===== config.mk =====
export PLATFORM = sky130hd
export DESIGN_NAME = mipsCore
export DESIGN_NICKNAME = d
export VERILOG_FILES = /design/src/mipsPkg.sv /design/src/mainDecoder.sv /design/src/aluDecoder.sv /design/src/alu.sv /design/src/regFile.sv /design/src/datapath.sv /design/src/mipsCore.sv
export VERILOG_INCLUDE_DIRS = /design/src /design/src/src
export SDC_FILE = /design/constraint.sdc
export NUM_CORES = 2
export LEC_CHECK = 0
export ABC_CLOCK_PERIOD_IN_PS = 8100
export BUFFER_PORTS_ARGS = -buffer_cell sky130_fd_sc_hd__buf_2
export CELL_PAD_IN_SITES_DETAIL_PLACEMENT = 2
export CELL_PAD_IN_SITES_GLOBAL_PLACEMENT = 2
export CORE_MARGIN = 10
export CORE_UTILIZATION = 45
export DETAILED_ROUTE_END_ITERATION = 10
export HOLD_SLACK_MARGIN = 0.08
export PLACE_DENSITY_LB_ADDON = 0.05
export SLEW_MARGIN = 10
export SYNTH_ARGS = -nofsm -noshare
export SYNTH_HDL_FRONTEND = slang
export SYNTH_SLANG_ARGS = --single-unit

===== constraint.sdc =====
create_clock -name clk -period 8.1 [get_ports clk]
set_input_delay 0.405 -clock clk [delete_from_list [all_inputs] [get_ports clk]]
set_output_delay 0.405 -clock clk [all_outputs]
set_load 0.005 [all_outputs]

===== src/mipsCfg.svh =====
`ifndef MIPS_CFG_SVH
`define MIPS_CFG_SVH

// datapath and address width
`define WORD_W 32

// register number width, 32 architectural registers
`define REG_IDX_W 5

// primary opcodes, instr[31:26]
`define R_TYPE 6'b000000
`define J      6'b000010
`define BEQ    6'b000100
`define ADDI   6'b001000
`define ANDI   6'b001100
`define ORI    6'b001101
`define XORI   6'b001110
`define LUI    6'b001111
`define LW     6'b100011
`define SW     6'b101011

// R-type funct codes, instr[5:0]
`define F_ADD  6'b100000
`define F_SUB  6'b100010
`define F_AND  6'b100100
`define F_OR   6'b100101
`define F_XOR  6'b100110
`define F_SLT  6'b101010

`endif


===== src/mipsPkg.sv =====
`include "mipsCfg.svh"

package mipsPkg;

    // one machine word, data and addresses alike
    typedef logic [`WORD_W-1:0] word_t;

    // architectural register number
    typedef logic [`REG_IDX_W-1:0] regIdx_t;

    // operation class from the main decoder
    // funct defers the choice to the funct field
    typedef enum logic [2:0] {
        aluOpAdd   = 3'd0,
        aluOpSub   = 3'd1,
        aluOpFunct = 3'd2,
        aluOpAnd   = 3'd3,
        aluOpOr    = 3'd4,
        aluOpXor   = 3'd5,
        aluOpLui   = 3'd6
    } aluOp_t;

    // operation the ALU actually performs
    typedef enum logic [2:0] {
        aluCtrlAdd = 3'd0,
        aluCtrlSub = 3'd1,
        aluCtrlAnd = 3'd2,
        aluCtrlOr  = 3'd3,
        aluCtrlXor = 3'd4,
        aluCtrlSlt = 3'd5,
        aluCtrlLui = 3'd6
    } aluCtrl_t;

endpackage


===== src/mainDecoder.sv =====
`include "mipsCfg.svh"

module mainDecoder
    import mipsPkg::*;
(
    input  logic [5:0] op,
    output logic       regWrite,
    output logic       regDst,
    output logic       aluSrc,
    output logic       zeroExt,
    output logic       branch,
    output logic       memWrite,
    output logic       memToReg,
    output logic       jump,
    output aluOp_t     aluOp
);

    // register write for R-type, loads and all immediates
    always_comb begin
        case (op)
            `R_TYPE, `LW,
            `ADDI, `ANDI, `ORI, `XORI, `LUI: regWrite = 1'b1;
            default: regWrite = 1'b0;
        endcase
    end

    // rd as destination only for R-type, rt otherwise
    always_comb begin
        case (op)
            `R_TYPE: regDst = 1'b1;
            default: regDst = 1'b0;
        endcase
    end

    // immediate as second operand
    always_comb begin
        case (op)
            `LW, `SW,
            `ADDI, `ANDI, `ORI, `XORI, `LUI: aluSrc = 1'b1;
            default: aluSrc = 1'b0;
        endcase
    end

    // logical immediates are zero-extended
    always_comb begin
        case (op)
            `ANDI, `ORI, `XORI: zeroExt = 1'b1;
            default: zeroExt = 1'b0;
        endcase
    end

    always_comb begin
        case (op)
            `BEQ: branch = 1'b1;
            default: branch = 1'b0;
        endcase
    end

    always_comb begin
        case (op)
            `SW: memWrite = 1'b1;
            default: memWrite = 1'b0;
        endcase
    end

    // load result goes back instead of ALU result
    always_comb begin
        case (op)
            `LW: memToReg = 1'b1;
            default: memToReg = 1'b0;
        endcase
    end

    always_comb begin
        case (op)
            `J: jump = 1'b1;
            default: jump = 1'b0;
        endcase
    end

    // operation class, loads/stores/addi/unknown all add
    always_comb begin
        case (op)
            `R_TYPE: aluOp = aluOpFunct;
            `BEQ:    aluOp = aluOpSub;
            `ANDI:   aluOp = aluOpAnd;
            `ORI:    aluOp = aluOpOr;
            `XORI:   aluOp = aluOpXor;
            `LUI:    aluOp = aluOpLui;
            default: aluOp = aluOpAdd;
        endcase
    end

    // a store never also writes the register file
    always_comb begin
        noStoreWithWriteback: assert final (!(memWrite && regWrite))
            else $error("mainDecoder: memWrite and regWrite both set, op=%b", op);
    end

endmodule


===== src/aluDecoder.sv =====
`include "mipsCfg.svh"

module aluDecoder
    import mipsPkg::*;
(
    input  aluOp_t     aluOp,
    input  logic [5:0] funct,
    output aluCtrl_t   aluCtrl
);

    // R-type operation from funct
    aluCtrl_t functCtrl;

    // unknown funct falls back to add
    always_comb begin
        case (funct)
            `F_ADD:  functCtrl = aluCtrlAdd;
            `F_SUB:  functCtrl = aluCtrlSub;
            `F_AND:  functCtrl = aluCtrlAnd;
            `F_OR:   functCtrl = aluCtrlOr;
            `F_XOR:  functCtrl = aluCtrlXor;
            `F_SLT:  functCtrl = aluCtrlSlt;
            default: functCtrl = aluCtrlAdd;
        endcase
    end

    // fixed classes map one to one
    always_comb begin
        case (aluOp)
            aluOpAdd:   aluCtrl = aluCtrlAdd;
            aluOpSub:   aluCtrl = aluCtrlSub;
            aluOpFunct: aluCtrl = functCtrl;
            aluOpAnd:   aluCtrl = aluCtrlAnd;
            aluOpOr:    aluCtrl = aluCtrlOr;
            aluOpXor:   aluCtrl = aluCtrlXor;
            aluOpLui:   aluCtrl = aluCtrlLui;
            default:    aluCtrl = aluCtrlAdd;
        endcase
    end

endmodule


===== src/alu.sv =====
`include "mipsCfg.svh"

module alu
    import mipsPkg::*;
(
    input  word_t    a,
    input  word_t    b,
    input  aluCtrl_t aluCtrl,
    output word_t    result,
    output logic     zero
);

    localparam int halfWidth = `WORD_W / 2;

    // signed compare for slt
    logic lessThan;

    assign lessThan = $signed(a) < $signed(b);

    always_comb begin
        case (aluCtrl)
            aluCtrlAdd: result = a + b;
            aluCtrlSub: result = a - b;
            aluCtrlAnd: result = a & b;
            aluCtrlOr:  result = a | b;
            aluCtrlXor: result = a ^ b;
            // set to one, upper bits cleared
            aluCtrlSlt: result = {{(`WORD_W-1){1'b0}}, lessThan};
            // low half of immediate moves up, low half cleared
            aluCtrlLui: result = {b[halfWidth-1:0], {halfWidth{1'b0}}};
            default:    result = a + b;
        endcase
    end

    // equal operands under sub, used by beq
    assign zero = (result == '0);

endmodule


===== src/regFile.sv =====
`include "mipsCfg.svh"

module regFile
    import mipsPkg::*;
(
    input  logic    clk,
    input  logic    reset,
    input  regIdx_t readAddr1,
    input  regIdx_t readAddr2,
    output word_t   readData1,
    output word_t   readData2,
    input  logic    writeEnable,
    input  regIdx_t writeAddr,
    input  word_t   writeDataIn
);

    localparam int numRegs = 2 ** `REG_IDX_W;

    word_t regs [numRegs];

    // r0 is never written so it stays at its reset value
    always_ff @(posedge clk) begin
        if (reset) begin
            for (int i = 0; i < numRegs; i++) begin
                regs[i] <= '0;
            end
        end else if (writeEnable && (writeAddr != '0)) begin
            regs[writeAddr] <= writeDataIn;
        end
    end

    // asynchronous reads, new value visible after the edge
    assign readData1 = regs[readAddr1];
    assign readData2 = regs[readAddr2];

    regZeroReadsZero: assert property (@(posedge clk) disable iff (reset)
        ((readAddr1 != '0) || (readData1 == '0)) &&
        ((readAddr2 != '0) || (readData2 == '0)))
        else $error("regFile: register 0 read back nonzero");

endmodule


===== src/datapath.sv =====
`include "mipsCfg.svh"

module datapath
    import mipsPkg::*;
(
    input  logic     clk,
    input  logic     reset,
    input  word_t    instr,
    input  word_t    readData,
    input  logic     regWrite,
    input  logic     regDst,
    input  logic     aluSrc,
    input  logic     zeroExt,
    input  logic     branch,
    input  logic     memWrite,
    input  logic     memToReg,
    input  logic     jump,
    input  aluCtrl_t aluCtrl,
    output word_t    pc,
    output word_t    dataAddr,
    output word_t    writeData,
    output logic     zero
);

    localparam int halfWidth = `WORD_W / 2;

    // instruction fields
    regIdx_t rs;
    regIdx_t rt;
    regIdx_t rd;
    logic [halfWidth-1:0] imm;

    word_t pcPlus4;
    word_t pcBranch;
    word_t pcJump;
    word_t pcNext;
    word_t immExt;
    word_t rsVal;
    word_t rtVal;
    word_t srcB;
    word_t aluResult;
    word_t result;
    regIdx_t writeReg;

    assign rs  = instr[25:21];
    assign rt  = instr[20:16];
    assign rd  = instr[15:11];
    assign imm = instr[halfWidth-1:0];

    // pc, zero through reset and the first cycle after
    always_ff @(posedge clk) begin
        if (reset) begin
            pc <= '0;
        end else begin
            pc <= pcNext;
        end
    end

    // sign extend by default, zero extend for logical immediates
    assign immExt = zeroExt ? {{halfWidth{1'b0}}, imm} : {{halfWidth{imm[halfWidth-1]}}, imm};

    // next pc candidates
    assign pcPlus4  = pc + `WORD_W'd4;
    assign pcBranch = pcPlus4 + {immExt[`WORD_W-3:0], 2'b00};
    assign pcJump   = {pcPlus4[`WORD_W-1 -: 4], instr[25:0], 2'b00};

    // jump wins over a taken branch
    always_comb begin
        if (jump) begin
            pcNext = pcJump;
        end else if (branch && zero) begin
            pcNext = pcBranch;
        end else begin
            pcNext = pcPlus4;
        end
    end

    // rd for R-type, rt for immediates and loads
    assign writeReg = regDst ? rd : rt;

    // write-back select
    assign result = memToReg ? readData : aluResult;

    regFile regFile_i (
        .clk         (clk),
        .reset       (reset),
        .readAddr1   (rs),
        .readAddr2   (rt),
        .readData1   (rsVal),
        .readData2   (rtVal),
        .writeEnable (regWrite),
        .writeAddr   (writeReg),
        .writeDataIn (result)
    );

    // second operand, register or extended immediate
    assign srcB = aluSrc ? immExt : rtVal;

    alu alu_i (
        .a       (rsVal),
        .b       (srcB),
        .aluCtrl (aluCtrl),
        .result  (aluResult),
        .zero    (zero)
    );

    // effective address straight from the ALU
    assign dataAddr = aluResult;
    // store bus idles at zero outside stores
    assign writeData = memWrite ? rtVal : '0;

    pcWordAligned: assert property (@(posedge clk) disable iff (reset) pc[1:0] == 2'b00)
        else $error("datapath: pc not word aligned, pc=%h", pc);

endmodule


===== src/mipsCore.sv =====
module mipsCore
    import mipsPkg::*;
(
    input  logic  clk,
    input  logic  reset,
    output word_t pc,
    input  word_t instr,
    output word_t dataAddr,
    output word_t writeData,
    output logic  memWrite,
    input  word_t readData
);

    // decoder outputs
    logic     regWrite;
    logic     regDst;
    logic     aluSrc;
    logic     zeroExt;
    logic     branch;
    logic     memWriteDec;
    logic     memToReg;
    logic     jump;
    aluOp_t   aluOp;
    aluCtrl_t aluCtrl;

    mainDecoder mainDecoder_i (
        .op       (instr[31:26]),
        .regWrite (regWrite),
        .regDst   (regDst),
        .aluSrc   (aluSrc),
        .zeroExt  (zeroExt),
        .branch   (branch),
        .memWrite (memWriteDec),
        .memToReg (memToReg),
        .jump     (jump),
        .aluOp    (aluOp)
    );

    aluDecoder aluDecoder_i (
        .aluOp   (aluOp),
        .funct   (instr[5:0]),
        .aluCtrl (aluCtrl)
    );

    // no stores while reset is held
    assign memWrite = memWriteDec & ~reset;

    // zero flag only steers the branch inside the datapath
    datapath datapath_i (
        .clk       (clk),
        .reset     (reset),
        .instr     (instr),
        .readData  (readData),
        .regWrite  (regWrite),
        .regDst    (regDst),
        .aluSrc    (aluSrc),
        .zeroExt   (zeroExt),
        .branch    (branch),
        .memWrite  (memWrite),
        .memToReg  (memToReg),
        .jump      (jump),
        .aluCtrl   (aluCtrl),
        .pc        (pc),
        .dataAddr  (dataAddr),
        .writeData (writeData),
        .zero      ()
    );

endmodule


==> metrics.md <==
| Metric | Value |
|---|---|
| CTS root buf | clkbuf_16 |
| Final #Nets | 5034 |
| Sequential share of power | 0.398 |
| Vias in the first global route | 50380 |
| Core Region | 136000 um^2 |
| Synth area leaders | edfxtp_1, mux4_2, nor2_1 |
| Die Y | 390 um |
| Unique masters post-synth | 94 |
| Critical Path AT | 7990 ps |
| DRT iter0 DRCs | 6895 |
| Pre-CTS setup slack | 200 ps |
| Setup violators final | 0 |
| Worst-Margin Slew | 1370 ps |
| Slowest CP cell | a2111oi_0 |
| Gr usage total | 0.368 |
| DRC violations left | 0 |
| Sequential area share after synthesis | 0.508 |
| Most common cell after layout, fill and taps aside | nor2_1 |
| Yosys top cell area share | 0.498 |
| Combinational power share | 0.271 |
| Flops & latches, synth | 1054 |
| Setup CP Type | register to register |
| Vias | 47426 |
| Pins over their slew limit | 0 |
| Clock network power share | 0.331 |
| CP bufs+invs | 3 |
| Reg2reg path depth | 21 |
| Leading cell types in the layout, fill and taps excluded | nor2_1, edfxtp_1, mux4_2 |
| NetSw | 5440 uW |
| Leading area contributor after synthesis | edfxtp_1 |
| Async set or reset register ratio after synthesis | 0 |
| Hpwl dp | 184 mm |
| P per Cell Area | 228 nW/um^2 |
| Mapped cell area | 61700 um^2 |
| Die area | 152000 um^2 |
| Crit. End Element | register |
| Area Overhead vs Synth | 12.4% |
| Yosys warns | 0 |
| CP Cell Sequence | mux4_2, mux4_2, nand2_1, o21ai_0, nor2_1, nor2_1, ha_1, clkinv_1, nand4_1, a211o_1, a2111oi_0, buf_4, o21ai_0, a31o_2, mux2i_1, a2111oi_0, nand4_1, nor4_4, buf_12, mux2i_1, a211oi_1 |
| Worst-path clk slew | 60 ps |
| Max_cap viols | 0 |
| Worst setup SP type | register |
| Wire per inst | 42.4 um |
| Outcome | finished, final reports clean |
| Gp weighted congestion | 0.940 |
| Share of layout cells above drive strength 1 | 0.270 |
| Initial Utilization | 0.455 |
| Crit path max fanout | 31 |
| Post-synth EDFFs | 1024 |
| Rel. slew slack | 0.0781 |
| RSZ-0062 raised after global routing | no |
| Die width | 390 um |
| Delay-heaviest family, CP | compound AO/OA/AOI/OAI gates |
| Global route overflow | 0 |
| Row count | 135 |
| Clk_lat worst skew | 760 ps |
| Cells after Synth | 4725 |
| Leakage | 0.0251 uW |
| CTS tree | built |
| Layout filler cell count | 12856 |
| I/O Buffers | 160 |
| Final hold vios | 0 |
| Area taken by flip-flops and latches | 31400 um^2 |
| Max Freq | 134 MHz |
| Primary FF master, synth | edfxtp_1 |
| Critical path required time | 8640 ps |
| CTS Sinks | 1054 |
| Multi-input gate area | 28900 um^2 |
| DRT antenna net count | 0 |
| Ports | 163 |
| Period minus WS final | 7450 ps |
| H-tree Lvls | 3 |
| Final WS setup | 650 ps |
| Crit path depth | 21 |
| Final Cycle Share | 0.920 |
| Int Pwr | 10400 uW |
| CTS Buf Count | 115 |
| Worst hold path depth | 3 |
| Routed WL | 285 mm |
| Maximum vdd drop | 0.211 mV |
| Largest net degree at the start of global routing | 66 |
| Sum Neg Setup Slack | 0 ps |
| Worst hold-check path type | input pin to register |
| Via density | 7.06 |
| Worst Skew | 70.0 ps |
| CTS Buffer Depth | 3 |
| Pre-antenna DRT Iters | 6 |
| Global-route wire length before repair | 398 mm |
| Antenna violations before repair | 6 |
| Net Sw Frac | 0.344 |
| Worst path max stage delay | 770 ps |
| Post-Syn Area per Cell | 13.1 um^2 |
-- what timing repair did --
action | in CTS | in global routing
setup buffers | 0 | 0
gates resized for setup | 0 | 0
endpoints found under the setup margin | 0 | 0
hold buffers | 6 | 0
endpoints found under the hold margin | 6 | 0
-- power by group through the flow --
| stage | Clock [uW] | Combinational (uW) | Sequential, uW |
|---|---|---|---|
| final | 5230 | 4290 | 6300 |
| after global routing | 5450 | 4490 | 6310 |
| after floorplan | 0 | 2370 | 6340 |
| after CTS | 5240 | 4180 | 6290 |
| after global placement | 0 | 4080 | 6370 |
| after detailed placement | 0 | 4150 | 6400 |
-- through the flow --
stage | cell area [um^2] | utilization | hold slack (ps) | instances | total power (uW)
4_1_cts | 69300 | 0.511 | 80.5 | 6708 | 15700
5_1_grt | 69400 | 0.511 | 132 | 6709 | 16200
2_1_floorplan | 61900 | - | 588 | 4758 | 8710
3_5_place_dp | 65700 | 0.484 | 657 | 6490 | 10600
6_report | 69400 | 0.511 | 111 | 6716 | 15800
3_3_place_gp | 65700 | 0.484 | 634 | 6490 | 10400
-- synth_stat cells (36+ instances only) --
cell type	count
mux4_2	611
nand2_1	156
inv_1	102
buf_2	36
nand2b_1	45
a211oi_1	44
clkbuf_1	332
a21o_1	38
o21ai_0	68
nor3_1	44
buf_1	64
mux2i_1	125
mux2_2	39
edfxtp_1	1024
ha_1	132
nor2_1	1170
nand3_1	49
a21oi_1	142
xnor2_1	49
-- state kept, by name (all words and copies together), names as in the netlist --
name	flops
datapath_i.regFile_i.regs	1024
datapath_i.pc	30
-- tightest hold or removal path: cells and delay by family --
kind / cells / cell delay, ps
buf+inv: 1 / 210
simple gates: 1 / 150
compound gates: 1 / 50
-- path summary, 6_finish.rpt --
path / slack (ps) / from / endpoint
worst max-delay path: 650 / datapath_i.regFile_i.regs[28][10] / datapath_i.pc[10]
worst min-delay path: 110 / instr[20] / datapath_i.pc[22]
worst max register to register: 650 / datapath_i.regFile_i.regs[28][10] / datapath_i.pc[10]
worst min register to register: 650 / datapath_i.pc[31] / datapath_i.pc[31]
-- cell type report --
class | count | share of cell area
Clock inverter | 61 | 0.00788
Inverter | 106 | 0.00579
Timing Repair Buffer | 400 | 0.0424
Multi-Input combinational cell | 3156 | 0.416
Sequential cell | 1054 | 0.452
Clock buffer | 151 | 0.0437
Antenna cell | 7 | 0.000252
Tap cell | 1781 | 0.0321
-- metal layers --
layer	track usage	up-vias	share of wire
met2	0.579	3388	0.46
met5	0	-	0.000095
met3	0.0954	923	0.12
met4	0.205	4	0.068
li1	-	18235	-
met1	0.463	24876	0.36
-- cell families after synthesis --
family / synth area share
buffers and inverters: 0.0351
xor gates and xnor gates: 0.00922
adders and majority gates: 0.0277
DFF: 0.508
muxes: 0.250
other: 0.0000607
AOI/OAI and AO/OA: 0.0613
and+or+nand+nor: 0.109
No activity file was read; power rests on OpenSTA's default activity.
